## src/rtl/gfx_mem_pkg.sv

```systemverilog
package gfx_mem_pkg;

	localparam int gfx_addr_w = 16;
	localparam int bank_addr_w = 14;
	localparam int bank_sel_w = gfx_addr_w - bank_addr_w; // bank select in top bits
	localparam int gfx_data_w = 16;
	localparam int bank_depth = 1 << bank_addr_w;

	localparam int num_clients = 4;
	localparam int num_banks = 4;

	typedef logic [gfx_addr_w-1:0] gfx_addr_t;
	typedef logic [bank_addr_w-1:0] bank_addr_t;
	typedef logic [gfx_data_w-1:0] gfx_data_t;

	// order is priority order, sprite wins
	typedef enum logic [1:0] {
		client_sprite = 2'd0,
		client_bg0 = 2'd1,
		client_bg1 = 2'd2,
		client_ov = 2'd3
	} client_e;

	typedef enum logic [2:0] {
		s_idle = 3'd0,
		s_grant_sp = 3'd1,
		s_grant_bg0 = 3'd2,
		s_grant_bg1 = 3'd3,
		s_grant_ov = 3'd4
	} arb_state_e;

	typedef gfx_addr_t [num_clients-1:0] client_addr_vec_t; // indexed by client_e

	function automatic logic [bank_sel_w-1:0] bank_of(gfx_addr_t a);
		return a[gfx_addr_w-1:bank_addr_w];
	endfunction

	function automatic bank_addr_t offset_of(gfx_addr_t a);
		return a[bank_addr_w-1:0];
	endfunction

endpackage

```

## src/rtl/vram_bank_if.sv

```systemverilog
interface vram_bank_if;
	import gfx_mem_pkg::*;

	bank_addr_t addr; // word offset inside bank
	logic valid;
	gfx_data_t dout;
	logic ready; // dout matches addr

	modport arbiter (
		output addr,
		output valid,
		input dout,
		input ready
	);

	modport bank (
		input addr,
		input valid,
		output dout,
		output ready
	);

endinterface

```

## src/rtl/gfx_read_if.sv

```systemverilog
interface gfx_read_if;
	import gfx_mem_pkg::*;

	gfx_addr_t address; // bank select plus offset
	logic rvalid; // held until rready
	gfx_data_t data; // zero while rready low
	logic rready;

	modport client (
		output address,
		output rvalid,
		input data,
		input rready
	);

	modport memory (
		input address,
		input rvalid,
		output data,
		output rready
	);

endinterface

```

## src/rtl/bank_arbiter.sv

```systemverilog
module bank_arbiter #(
	parameter int bank_id = 0
) (
	input logic CLK,
	input logic RSTb,
	input logic [gfx_mem_pkg::num_clients-1:0] rvalid,
	input gfx_mem_pkg::client_addr_vec_t address,
	vram_bank_if.arbiter bank,
	output logic [gfx_mem_pkg::num_clients-1:0] grant_ready,
	output gfx_mem_pkg::gfx_data_t grant_data [gfx_mem_pkg::num_clients]
);
	import gfx_mem_pkg::*;

	arb_state_e state;
	arb_state_e state_next;
	logic [num_clients-1:0] hit; // requests aimed at this bank
	client_e pick; // highest priority hit
	client_e owner; // client held by current grant state
	logic owner_ready;

	always_comb begin
		for (int i = 0; i < num_clients; i++) begin
			hit[i] = rvalid[i] && (bank_of(address[i]) == bank_sel_w'(bank_id));
		end
	end

	// scan from lowest priority so the last hit wins
	always_comb begin
		pick = client_ov;
		for (int i = num_clients - 1; i >= 0; i--) begin
			if (hit[i]) begin
				pick = client_e'(i);
			end
		end
	end

	always_comb begin
		case (state)
			s_grant_bg0: owner = client_bg0;
			s_grant_bg1: owner = client_bg1;
			s_grant_ov: owner = client_ov;
			default: owner = client_sprite;
		endcase
	end

	assign owner_ready = bank.ready && rvalid[owner];

	always_comb begin
		state_next = state;
		bank.valid = 1'b0;
		bank.addr = '0;
		grant_ready = '0;
		for (int i = 0; i < num_clients; i++) begin
			grant_data[i] = '0;
		end

		if (state == s_idle) begin
			if (|hit) begin
				bank.valid = 1'b1; // same cycle as rvalid
				bank.addr = offset_of(address[pick]);
				case (pick)
					client_sprite: state_next = s_grant_sp;
					client_bg0: state_next = s_grant_bg0;
					client_bg1: state_next = s_grant_bg1;
					default: state_next = s_grant_ov;
				endcase
			end
		end else begin
			bank.valid = rvalid[owner];
			bank.addr = offset_of(address[owner]);
			grant_ready[owner] = owner_ready;
			if (owner_ready) begin
				grant_data[owner] = bank.dout;
			end
			if (!rvalid[owner]) begin
				state_next = s_idle; // client let go
			end
		end
	end

	always_ff @(posedge CLK) begin
		if (!RSTb) begin
			state <= s_idle;
		end else begin
			state <= state_next;
		end
	end

endmodule

```

## src/rtl/gfx_memory_arbiter.sv

```systemverilog
module gfx_memory_arbiter (
	input logic CLK,
	input logic RSTb,

	gfx_read_if.memory sprite,
	gfx_read_if.memory bg0,
	gfx_read_if.memory bg1,
	gfx_read_if.memory ov,

	vram_bank_if.arbiter bank0,
	vram_bank_if.arbiter bank1,
	vram_bank_if.arbiter bank2,
	vram_bank_if.arbiter bank3
);
	import gfx_mem_pkg::*;

	logic [num_clients-1:0] rvalid;
	client_addr_vec_t address;

	logic [num_clients-1:0] bank_ready [num_banks];
	gfx_data_t bank_data [num_banks][num_clients]; // zero unless granted

	logic [num_clients-1:0] client_ready;
	gfx_data_t client_data [num_clients];

	// request view shared by all bank arbiters
	assign rvalid[client_sprite] = sprite.rvalid;
	assign rvalid[client_bg0] = bg0.rvalid;
	assign rvalid[client_bg1] = bg1.rvalid;
	assign rvalid[client_ov] = ov.rvalid;

	assign address[client_sprite] = sprite.address;
	assign address[client_bg0] = bg0.address;
	assign address[client_bg1] = bg1.address;
	assign address[client_ov] = ov.address;

	bank_arbiter #(.bank_id(0)) bank_arbiter_0 (
		.CLK(CLK),
		.RSTb(RSTb),
		.rvalid(rvalid),
		.address(address),
		.bank(bank0),
		.grant_ready(bank_ready[0]),
		.grant_data(bank_data[0])
	);

	bank_arbiter #(.bank_id(1)) bank_arbiter_1 (
		.CLK(CLK),
		.RSTb(RSTb),
		.rvalid(rvalid),
		.address(address),
		.bank(bank1),
		.grant_ready(bank_ready[1]),
		.grant_data(bank_data[1])
	);

	bank_arbiter #(.bank_id(2)) bank_arbiter_2 (
		.CLK(CLK),
		.RSTb(RSTb),
		.rvalid(rvalid),
		.address(address),
		.bank(bank2),
		.grant_ready(bank_ready[2]),
		.grant_data(bank_data[2])
	);

	bank_arbiter #(.bank_id(3)) bank_arbiter_3 (
		.CLK(CLK),
		.RSTb(RSTb),
		.rvalid(rvalid),
		.address(address),
		.bank(bank3),
		.grant_ready(bank_ready[3]),
		.grant_data(bank_data[3])
	);

	// a client addresses one bank at a time, so OR is exact
	always_comb begin
		for (int c = 0; c < num_clients; c++) begin
			client_ready[c] = 1'b0;
			client_data[c] = '0;
			for (int b = 0; b < num_banks; b++) begin
				client_ready[c] = client_ready[c] | bank_ready[b][c];
				client_data[c] = client_data[c] | bank_data[b][c];
			end
		end
	end

	assign sprite.rready = client_ready[client_sprite];
	assign sprite.data = client_data[client_sprite];
	assign bg0.rready = client_ready[client_bg0];
	assign bg0.data = client_data[client_bg0];
	assign bg1.rready = client_ready[client_bg1];
	assign bg1.data = client_data[client_bg1];
	assign ov.rready = client_ready[client_ov];
	assign ov.data = client_data[client_ov];

endmodule

```

## src/flat_wrapper.sv

```systemverilog
// flat-port wrapper written by rule: the top's interface ports become plain ports
module gfx_memory_arbiter_flat import gfx_mem_pkg::*;
  (CLK, RSTb, sprite_address, sprite_rvalid, sprite_data, sprite_rready, bg0_address, bg0_rvalid, bg0_data, bg0_rready, bg1_address, bg1_rvalid, bg1_data, bg1_rready, ov_address, ov_rvalid, ov_data, ov_rready, bank0_addr, bank0_valid, bank0_dout, bank0_ready, bank1_addr, bank1_valid, bank1_dout, bank1_ready, bank2_addr, bank2_valid, bank2_dout, bank2_ready, bank3_addr, bank3_valid, bank3_dout, bank3_ready);
  gfx_read_if sprite_i ();
  gfx_read_if bg0_i ();
  gfx_read_if bg1_i ();
  gfx_read_if ov_i ();
  vram_bank_if bank0_i ();
  vram_bank_if bank1_i ();
  vram_bank_if bank2_i ();
  vram_bank_if bank3_i ();
  input logic CLK;
  input logic RSTb;
  input wire logic [$bits(sprite_i.address)-1:0] sprite_address;
  input wire logic [$bits(sprite_i.rvalid)-1:0] sprite_rvalid;
  output wire logic [$bits(sprite_i.data)-1:0] sprite_data;
  output wire logic [$bits(sprite_i.rready)-1:0] sprite_rready;
  input wire logic [$bits(bg0_i.address)-1:0] bg0_address;
  input wire logic [$bits(bg0_i.rvalid)-1:0] bg0_rvalid;
  output wire logic [$bits(bg0_i.data)-1:0] bg0_data;
  output wire logic [$bits(bg0_i.rready)-1:0] bg0_rready;
  input wire logic [$bits(bg1_i.address)-1:0] bg1_address;
  input wire logic [$bits(bg1_i.rvalid)-1:0] bg1_rvalid;
  output wire logic [$bits(bg1_i.data)-1:0] bg1_data;
  output wire logic [$bits(bg1_i.rready)-1:0] bg1_rready;
  input wire logic [$bits(ov_i.address)-1:0] ov_address;
  input wire logic [$bits(ov_i.rvalid)-1:0] ov_rvalid;
  output wire logic [$bits(ov_i.data)-1:0] ov_data;
  output wire logic [$bits(ov_i.rready)-1:0] ov_rready;
  output wire logic [$bits(bank0_i.addr)-1:0] bank0_addr;
  output wire logic [$bits(bank0_i.valid)-1:0] bank0_valid;
  input wire logic [$bits(bank0_i.dout)-1:0] bank0_dout;
  input wire logic [$bits(bank0_i.ready)-1:0] bank0_ready;
  output wire logic [$bits(bank1_i.addr)-1:0] bank1_addr;
  output wire logic [$bits(bank1_i.valid)-1:0] bank1_valid;
  input wire logic [$bits(bank1_i.dout)-1:0] bank1_dout;
  input wire logic [$bits(bank1_i.ready)-1:0] bank1_ready;
  output wire logic [$bits(bank2_i.addr)-1:0] bank2_addr;
  output wire logic [$bits(bank2_i.valid)-1:0] bank2_valid;
  input wire logic [$bits(bank2_i.dout)-1:0] bank2_dout;
  input wire logic [$bits(bank2_i.ready)-1:0] bank2_ready;
  output wire logic [$bits(bank3_i.addr)-1:0] bank3_addr;
  output wire logic [$bits(bank3_i.valid)-1:0] bank3_valid;
  input wire logic [$bits(bank3_i.dout)-1:0] bank3_dout;
  input wire logic [$bits(bank3_i.ready)-1:0] bank3_ready;
  assign sprite_i.address = sprite_address;
  assign sprite_i.rvalid = sprite_rvalid;
  assign sprite_data = sprite_i.data;
  assign sprite_rready = sprite_i.rready;
  assign bg0_i.address = bg0_address;
  assign bg0_i.rvalid = bg0_rvalid;
  assign bg0_data = bg0_i.data;
  assign bg0_rready = bg0_i.rready;
  assign bg1_i.address = bg1_address;
  assign bg1_i.rvalid = bg1_rvalid;
  assign bg1_data = bg1_i.data;
  assign bg1_rready = bg1_i.rready;
  assign ov_i.address = ov_address;
  assign ov_i.rvalid = ov_rvalid;
  assign ov_data = ov_i.data;
  assign ov_rready = ov_i.rready;
  assign bank0_addr = bank0_i.addr;
  assign bank0_valid = bank0_i.valid;
  assign bank0_i.dout = bank0_dout;
  assign bank0_i.ready = bank0_ready;
  assign bank1_addr = bank1_i.addr;
  assign bank1_valid = bank1_i.valid;
  assign bank1_i.dout = bank1_dout;
  assign bank1_i.ready = bank1_ready;
  assign bank2_addr = bank2_i.addr;
  assign bank2_valid = bank2_i.valid;
  assign bank2_i.dout = bank2_dout;
  assign bank2_i.ready = bank2_ready;
  assign bank3_addr = bank3_i.addr;
  assign bank3_valid = bank3_i.valid;
  assign bank3_i.dout = bank3_dout;
  assign bank3_i.ready = bank3_ready;
  gfx_memory_arbiter u_core (.CLK(CLK), .RSTb(RSTb), .sprite(sprite_i), .bg0(bg0_i), .bg1(bg1_i), .ov(ov_i), .bank0(bank0_i), .bank1(bank1_i), .bank2(bank2_i), .bank3(bank3_i));
endmodule
```

## config.mk

```make
export PLATFORM = sky130hd
export DESIGN_NAME = gfx_memory_arbiter_flat
export DESIGN_NICKNAME = d
export VERILOG_FILES = /design/src/rtl/gfx_mem_pkg.sv /design/src/rtl/vram_bank_if.sv /design/src/rtl/gfx_read_if.sv /design/src/rtl/bank_arbiter.sv /design/src/rtl/gfx_memory_arbiter.sv /design/src/flat_wrapper.sv
export SDC_FILE = /design/constraint.sdc
export NUM_CORES = 1
export LEC_CHECK = 0
export BUFFER_PORTS_ARGS = -buffer_cell sky130_fd_sc_hd__buf_2
export CAP_MARGIN = 20
export CORE_ASPECT_RATIO = 0.8
export CORE_MARGIN = 2
export CORE_UTILIZATION = 43
export DETAILED_ROUTE_END_ITERATION = 8
export GPL_ROUTABILITY_DRIVEN = 0
export PLACE_DENSITY = 0.74
export RECOVER_POWER = 25
export SYNTH_ARGS = -nofsm -noshare
export SYNTH_HDL_FRONTEND = slang
export SYNTH_SLANG_ARGS = --single-unit
```

## constraint.sdc

```tcl
create_clock -name CLK -period 2.3 [get_ports CLK]
set_input_delay 0.575 -clock CLK [delete_from_list [all_inputs] [get_ports CLK]]
set_output_delay 0.575 -clock CLK [all_outputs]
set_load 0.1 [all_outputs]
```

==> results of run 1 <==
per-stage QoR:
stage                     area [sq um]  setup slack (ns)  TNS (ns)
after CTS                        14900            -0.340    -24.41
after detailed placement         13300            -0.549    -41.76
after floorplan                   8500            -0.308     -8.37
after global placement           13300            -0.552    -38.65
synth_stat cells (2+ instances only):
cell       count  area (sq um)
or4_1          4          30.0
inv_1          5          18.8
clkbuf_1      70           263
nand3_1       10          50.1
and4b_1        2          20.0
nor3_1         4          20.0
nand3b_1       8          60.1
a2bb2oi_1     15           131
and2_1        24           150
a221oi_1      84           736
o21a_1        14           105
a21o_1        28           210
o22ai_1        2          12.5
buf_6          7          78.8
o21bai_1       2          15.0
nor2b_1       50           313
and3b_1        2          17.5
o21ai_0       93           465
mux2_2        16           180
a221o_1       30           300
a21oi_2        2          17.5
nor3b_1        3          22.5
buf_4          9          67.6
buf_2         60           300
o31ai_1        3          22.5
nand3b_2       2          22.5
ha_1           4          50.1
and4_1         6          52.6
or3_1          2          12.5
mux2i_1       48           480
o2bb2ai_1     15           131
nand2b_1       4          25.0
o211ai_1      15           113
nor2_1        28           105
buf_1          3          11.3
a21oi_1       48           240
a22oi_1      137          1030
and3_1        47           294
a22o_1        16           140
dfxtp_1       12           240
nand2_1       93           349
cells by family after synthesis:
logic type / after synthesis
adder cells (fa/ha/maj): 4
AO/OA/AOI/OAI: 520
buffers and inverters: 154
multiplexers: 64
flip-flops: 12
AND/OR/NAND/NOR: 300
routing by layer:
layer	track usage [%]	GRT overflow
met5	84.4	17
met1	98.3	127
met4	122	438
met3	93.9	107
met2	136	1284
repair_timing:
item	CTS
resized for setup	269
endpoints found under the hold margin	0
pin swaps	68
hold buffers	0
buffers inserted	32
gates cloned	9
setup endpoints to repair	128
==> impl_results.md, run 1 <==
* Status: aborted with a tool error
* Failed at: global routing
* Stop err: [ERROR GRT-0232] Routing congestion too high. Check the congestion heatmap in the GUI.
* Chip Height at 119 um
* Synth unique cells at 68
* Post-DP HPWL at 32.4 mm
* GR Util All Layers at 111%
* Largest family of logic cells by synthesized area: compound AO/OA/AOI/OAI gates
* Post-Synth Simple-Gate Area at 22.9%
* H-tree Lvls at 1
* Synth Warn # at 0
* Adder-cell share of the synthesized area at 0.698%
* Grt total ovfl at 1973
* Mux cell area share after synthesis at 9.21%
* Starting Density at 43.6%
* Ys flop type: dfxtp_1
* Avg Inst Size Synth at between 6 and 7 sq um
* # placed instances at 1608
* Asr flop ratio synth at 0%
* Pin count of the biggest net entering global routing at 32
* Synth Area in XOR/XNOR at 0%
* Die width at approximately 150 um
* Port bufs at 265
* Clock buffer depth at 2
* CTS Root Cell: clkbuf_16
* # clock sinks at 12
* Seq/Total Area, Yosys at 3.35%
* Synth Cell Area at 0.00717 sq mm
* Cells after Synth at 1054
* Post-synth EDFFs at 0
* Synthesized Nets at roughly 1200
* #FFs+latches synth at 12
* Compound-Gate Fraction of Synth Area at 53.5%
* Worst endpoint type: primary output
* IO Count at 266
* Cell Rows at 42
* Num CTS Buffers at 3
* Grt repair worst endpoint: bank3_addr[13]
==> run 2: changes to the inputs <==
--- a/config.mk
+++ b/config.mk
@@ -7,12 +7,11 @@
 export LEC_CHECK = 0
 export BUFFER_PORTS_ARGS = -buffer_cell sky130_fd_sc_hd__buf_2
 export CAP_MARGIN = 20
-export CORE_ASPECT_RATIO = 0.8
 export CORE_MARGIN = 2
-export CORE_UTILIZATION = 43
+export CORE_UTILIZATION = 28
 export DETAILED_ROUTE_END_ITERATION = 8
 export GPL_ROUTABILITY_DRIVEN = 0
-export PLACE_DENSITY = 0.74
+export PLACE_DENSITY_LB_ADDON = 0.15
 export RECOVER_POWER = 25
 export SYNTH_ARGS = -nofsm -noshare
 export SYNTH_HDL_FRONTEND = slang
==> constraint.sdc (replaced) <==
create_clock -name CLK -period 3 [get_ports CLK]
set_input_delay 0.75 -clock CLK [delete_from_list [all_inputs] [get_ports CLK]]
set_output_delay 0.75 -clock CLK [all_outputs]
set_load 0.1 [all_outputs]
==> impl_results.md, run 2 <==
* Final clock skew at 0.000162 ns
* R2R cell count at 5
* Hold path endpoint: u_core.bank_arbiter_3.state[1]$_SDFFE_PN0P_
* #FFs+latches synth at 12
* Core ar. at 0.0252 sq mm
* Most common cell after layout, fill and taps aside: buf_12
* ANT nets after route at 0
* Nets at 1426
* DRC Markers at 0
* Final setup vio count at 1
* DR pass1 iterations at 6
* Leakage at 4.98 nW
* # clock sinks at 12
* Post-DP HPWL at 28.9 mm
* Worst EP arrival at 2.26 ns
* Period utilization at 100%
* Worst vdd ir at 0.000354 V
* Avg Inst Size Synth at 6.80 sq um
* Maximum fanout along the worst path at 17
* Met1 usage at between 30% and 40%
* CP delay by family, top: buffers and inverters
* Fill cell count at 2444
* Gate power share at approximately 91%
* Final wirelength at about 38 mm
* Cells after Synth at between 1000 and 1500
* Clock buffer depth at 2
* Register-to-Register Setup Slack at 1.08 ns
* Reg clk slew, reported paths at 0.04 ns
* IO Count at 266
* Data required time of the critical path at 2.25 ns
* H-tree Lvls at 1
* R2R Path Start: u_core.bank_arbiter_2.state[2]$_SDFFE_PN0P_
* Ys flop type: dfxtp_1
* Starting Density at 28.5%
* Internal power at 1.91 mW
* Met2 Track Usage GR at between 30% and 40%
* Chip Height at 164 um
* Critical Path Stages at 8
* Switching part of the total at 59.4%
* CP max stage delay at roughly 0.44 ns
* Share of layout cells above drive strength 1 at about two fifths
* HP Start: u_core.bank_arbiter_3.state[1]$_SDFFE_PN0P_
* CP endpoint kind: primary output
* CP max-delay cell: a221o_2
* Min Tclk post-route at between 3 and 4 ns
* Vias per inst at 6.28
* Post-synth top area cell: a22oi_1
* CTS tree: built
* Synth Warn # at 0
* FF-to-FF End: u_core.bank_arbiter_2.state[1]$_SDFFE_PN0P_
* CTS Root Cell: clkbuf_16
* Synth cell count leaders: a22oi_1 (137), nand2_1 (93), o21ai_0 (93), a221oi_1 (84), clkbuf_1 (70)
* Synthesized Nets at 1196
* Final hold violations at 0
* Vias in the first global route at ~9600
* PD cells at 395 mW/mm^2
* Top-area cell type share of the netlist area at 14.3%
* GR Util All Layers at about a quarter
* Port bufs at roughly 270
* Die width at 164 um
* Clock Latency Late Sink at around 0.24 ns
* Num CTS Buffers at 3
* Clock power frac at 5.2%
* Fmax at 332 MHz
* Startpoint Class: primary input
* Synth unique cells at 68
* Top Usage Layer GRT: met2
* Asr flop ratio synth at 0%
* Post-route setup slack at -0.0112 ns
* Routing usage on met3 at around 3.6%
* Multi-input logic area at 0.00679 sq mm
* Worst rel slew slack at 60.1%
* Area contributors post-synth: a22oi_1 (14%), a221oi_1 (10%), mux2i_1 (6.7%)
* Synth Cell Area at 0.00717 sq mm
* Commonest non-fill, non-tap cells in the layout: buf_12 (148), a22oi_1 (137), buf_2 (133)
* Worst Path Buf+Inv at 4
* RSZ-0062 raised after global routing: true
* Failing checks: negative setup slack
* Hold Path Class: flop to flop
* Per-cell routed wire length at between 20 and 25 um
* Area grow syn2layout at 66.3%
* Pin count of the biggest net entering global routing at 38
* Least-Margin Pin Slew at 0.591 ns
* CTS Hold Buffers Added at 0
* Max-cap violation count at 0
* Seq/Total Area, Yosys at 3.35%
* Post-synth EDFFs at 0
* Max-slew violation count at 0
* FF+latch area at ~240 sq um
* CP most frequent cell: buf_12
* Switch Pwr at 2.80 mW
* Cell Rows at 58
* Pre-CTS setup slack at -0.0817 ns
* Routed vias at just over 10000
* Initial antenna violation count at 3
* Die ar. at 0.0269 sq mm
* Top-count cell post-synth: a22oi_1
* Post-Route Utilization at between 40 and 50%
* Critical path class: primary input to primary output
* Initial DRC Count at ~1100
* CP cell instances: buf_2 -> buf_6 -> nand3b_1 -> buf_12 -> mux2i_2 -> a21oi_1 -> a221o_2 -> buf_12
* Status: finished with violations
* First-pass GRT wire length at 56.6 mm
* WHS Path Cells at 2
* Sequential Power Share at 4.1%
* Grt total ovfl at 0
## run 2: metal layers
| layer | vias up | wire (um) | part of all wire [%] |
|---|---|---|---|
| li1 | 4646 | - | - |
| met1 | 4818 | 16300 | 43 |
| met2 | 628 | 16600 | 44 |
| met3 | 58 | 3790 | 10 |
| met4 | 0 | 837 | 2.2 |
| met5 | - | 0 | 0 |
## run 2: worst register-to-register path: stages, from the launching register on
cell and delay (ns):
dfxtp_1 0.32, buf_4 0.32, nor2b_1 0.14, buf_4 0.22, o311ai_0 0.57, o21ai_0 0.21
## run 2: final cells by class
class / instances / share of cell area, %
Antenna cell: 3 / 0.0630
Multi-Input combinational cell: 888 / 56.9
Sequential cell: 12 / 2.04
Tap cell: 330 / 3.46
Inverter: 5 / 0.157
Clock buffer: 3 / 0.630
Timing Repair Buffer: 374 / 36.7
## run 2: worst max path at each step
stage	slack, ns	to	startpoint
CTS	-0.003	sprite_data[8]	bg1_rvalid
finish	-0.01	bank1_addr[12]	bg1_address[14]
floorplan	-0.05	bank0_valid	sprite_rvalid
detailed placement	-0.08	sprite_data[10]	sprite_rvalid
global route	-0.05	bank1_addr[12]	bg1_address[14]
global placement	-0.30	bank2_addr[1]	bg1_rvalid
## run 2: cells by family (layout without fill, tap and decap cells)
kind of cell	count (synthesis)	after routing	share of synthesized area, %
buffers and inverters	154	382	10.3
AOI/OAI and AO/OA	520	520	53.5
muxes	64	64	9.21
adders and majority gates	4	4	0.698
other	0	3	0
and+or+nand+nor	300	300	22.9
DFF	12	12	3.35
## run 2: stage by stage
step                      hold slack, ns  cell area, sq um  total power [mW]  std cells  setup TNS (ns)
final                              0.550             11900              4.71       1615         -0.0112
after global routing               0.585             11900              4.88       1615          -0.230
after CTS                          0.539             11600              4.64       1606        -0.00489
after detailed placement           0.531             11500              4.36       1602           -1.50
after global placement             0.528             11400              4.35       1600           -4.91
after floorplan                    0.479              7530              2.86       1054         -0.0550
## run 2: power by group through the flow
stage               clock network [mW]  logic (mW)  registers [mW]
floorplan                            0        2.67           0.184
finish                           0.247        4.27           0.194
CTS                              0.251        4.19           0.192
global route                     0.260        4.42           0.198
global placement                     0        4.16           0.195
detailed placement                   0        4.17           0.195
## run 2: repair_timing
item,4_1_cts,5_1_grt
gates resized for setup,15,61
pin swaps,2,4
buffers inserted,1,3
endpoints found under the setup margin,51,96
gates cloned,0,3
Note: power is estimated with default switching activity, not from simulation.
==> run 3: changes to the inputs <==
--- a/config.mk
+++ b/config.mk
@@ -13,6 +13,7 @@
 export GPL_ROUTABILITY_DRIVEN = 0
 export PLACE_DENSITY_LB_ADDON = 0.15
 export RECOVER_POWER = 25
+export SLEW_MARGIN = 20
 export SYNTH_ARGS = -nofsm -noshare
 export SYNTH_HDL_FRONTEND = slang
 export SYNTH_SLANG_ARGS = --single-unit
==> constraint.sdc (replaced) <==
create_clock -name CLK -period 3 [get_ports CLK]
set_input_delay 0.75 -clock CLK [delete_from_list [all_inputs] [get_ports CLK]]
set_output_delay 0.75 -clock CLK [all_outputs]
set_load 0.01 [all_outputs]
==> impl_results.md, run 3 (synthesis results as in run 2) <==
* Nets at ~1400
* Worst rel slew slack at 50.8%
* CTS Root Cell: clkbuf_16
* Die width at 164 um
* Hold Path Class: flop to flop
* Initial antenna violation count at 2
* Final setup vio count at 0
* FF+latch area at 241 sq um
* DR pass1 iterations at 7
* Leakage at 4.35 nW
* CTS tree: built
* DRC Markers at 0
* Die ar. at 0.0269 sq mm
* Post-route setup slack at about 0.042 ns
* H-tree Lvls at 1
* # clock sinks at 12
* Vias per inst at 6.31
* Routed vias at 10000
* Fill cell count at 2698
* Final hold slack at between 0.5 and 0.6 ns
* Core ar. at between 0.02 and 0.03 sq mm
* Initial DRC Count at around 1100
* Worst vdd ir at roughly 0.00016 V
* Startpoint Class: primary input
* Pin count of the biggest net entering global routing at 38
* Clock buffer depth at 2
* RSZ-0062 raised after global routing: true
* Fin cells at 1592
* Worst EP arrival at roughly 2.2 ns
* Multi-input logic area at 0.00632 sq mm
* Final clock skew at 0.000373 ns
* Status: finished, final reports clean
* Period utilization at 98.6%
* CP endpoint kind: primary output
* Vias in the first global route at 9187
* Post-Route Utilization at between 30 and 40%
* PD cells at between 200 and 250 mW/mm^2
* Data required time of the critical path at about 2.3 ns
* Least-Margin Pin Slew at 0.735 ns
* Maximum fanout along the worst path at 15
* Starting Density at 28.5%
* Pre-CTS setup slack at -0.0548 ns
* ANT nets after route at 0
* Max-slew violation count at 0
* First-pass GRT wire length at between 50 and 60 mm
* Commonest non-fill, non-tap cells in the layout: buf_2 (265), a22oi_1 (137), nand2_1 (93), o21ai_0 (93), a221oi_1 (77)
* Final wirelength at 37.2 mm
* Reg clk slew, reported paths at approximately 0.050 ns
* Per-cell routed wire length at 23.3 um
* Final hold violations at 0
* Area grow syn2layout at 29.6%
* IO Count at 266
* Post-DP HPWL at 27.9 mm
* Fmax at 338 MHz
* Share of layout cells above drive strength 1 at 32.1%
* Most common cell after layout, fill and taps aside: buf_2
* # placed instances at 1582
* GR Util All Layers at 25.8%
* Final Total Pwr at 2.28 mW
* Port bufs at 265
* Min Tclk post-route at just under 3 ns
* Critical path class: primary input to primary output
* Chip Height at 164 um
* Grt total ovfl at 0
* Max-cap violation count at 0
* Clock Latency Late Sink at 0.25 ns
* Cell Rows at just under 60
* Num CTS Buffers at 3
[run 3: changes by cell type in the layout (fill, tap and decap cells not counted), moves of 11 or more]
cell,before,now
a21o_1,16,28
a2bb2oi_4,14,0
nand2_2,11,0
buf_12,148,18
buf_4,83,64
a21oi_1,35,48
a2bb2oi_1,1,12
nand2_1,82,93
o21ai_0,82,93
a21oi_2,13,0
a221o_2,20,0
a221o_1,10,30
buf_2,133,265
[run 3: metrics by stage]
step                      setup TNS [ns]  cell area [sq um]
after floorplan                        0               7170
after global placement             -3.00               9030
after detailed placement          -0.482               9030
after CTS                              0               9150
after global routing             -0.0433               9290
final                                  0               9290
[run 3: layer usage]
| metal | vias up | routed length (um) | track usage, % |
|---|---|---|---|
| met1 | 4809 | 16300 | 37.6 |
| met4 | 0 | 635 | 4.70 |
| li1 | 4592 | - | - |
| met2 | 598 | 16900 | 40.4 |
| met5 | - | 0 | 0 |
| met3 | 49 | 3350 | 3.84 |
[run 3: area by class of cell]
| type | count | area share (%) |
|---|---|---|
| antenna | 2 | 0.0539 |
| clock buffer | 3 | 0.808 |
| inverter | 5 | 0.202 |
| multi-input combinational | 888 | 68.0 |
| sequential | 12 | 2.60 |
| tap | 330 | 4.45 |
| timing repair buffer | 352 | 23.9 |
[run 3: worst paths after layout]
check	startpoint	end	slack (ns)	cells past startpoint
setup / recovery	bg1_rvalid	bank0_addr[6]	0.04	9
hold reg to reg	u_core.bank_arbiter_3.state[2]$_SDFFE_PN0P_	u_core.bank_arbiter_3.state[2]$_SDFFE_PN0P_	0.55	2
hold / removal	u_core.bank_arbiter_3.state[2]$_SDFFE_PN0P_	u_core.bank_arbiter_3.state[2]$_SDFFE_PN0P_	0.55	2
setup reg to reg	u_core.bank_arbiter_2.state[1]$_SDFFE_PN0P_	u_core.bank_arbiter_2.state[0]$_SDFFE_PN0P_	1.02	5
[run 3: report_power, final]
part           internal [mW]  switching, mW
sequential             0.173         0.0224
combinational          0.771           1.05
clock                  0.175         0.0869
[run 3: repair_timing]
item | CTS | global route
gates resized for setup | 6 | 21
hold buffers | 0 | 0
setup endpoints to repair | 27 | 40
gates cloned | 0 | 0
buffers inserted | 1 | 4
pin swaps | 3 | 0
[run 3: worst max-delay path, stage by stage]
cell	delay (ns)
buf_2	0.12
buf_8	0.16
nor3b_4	0.25
buf_12	0.20
buf_4	0.15
mux2i_1	0.07
a21oi_1	0.15
a2bb2oi_1	0.19
buf_2	0.16
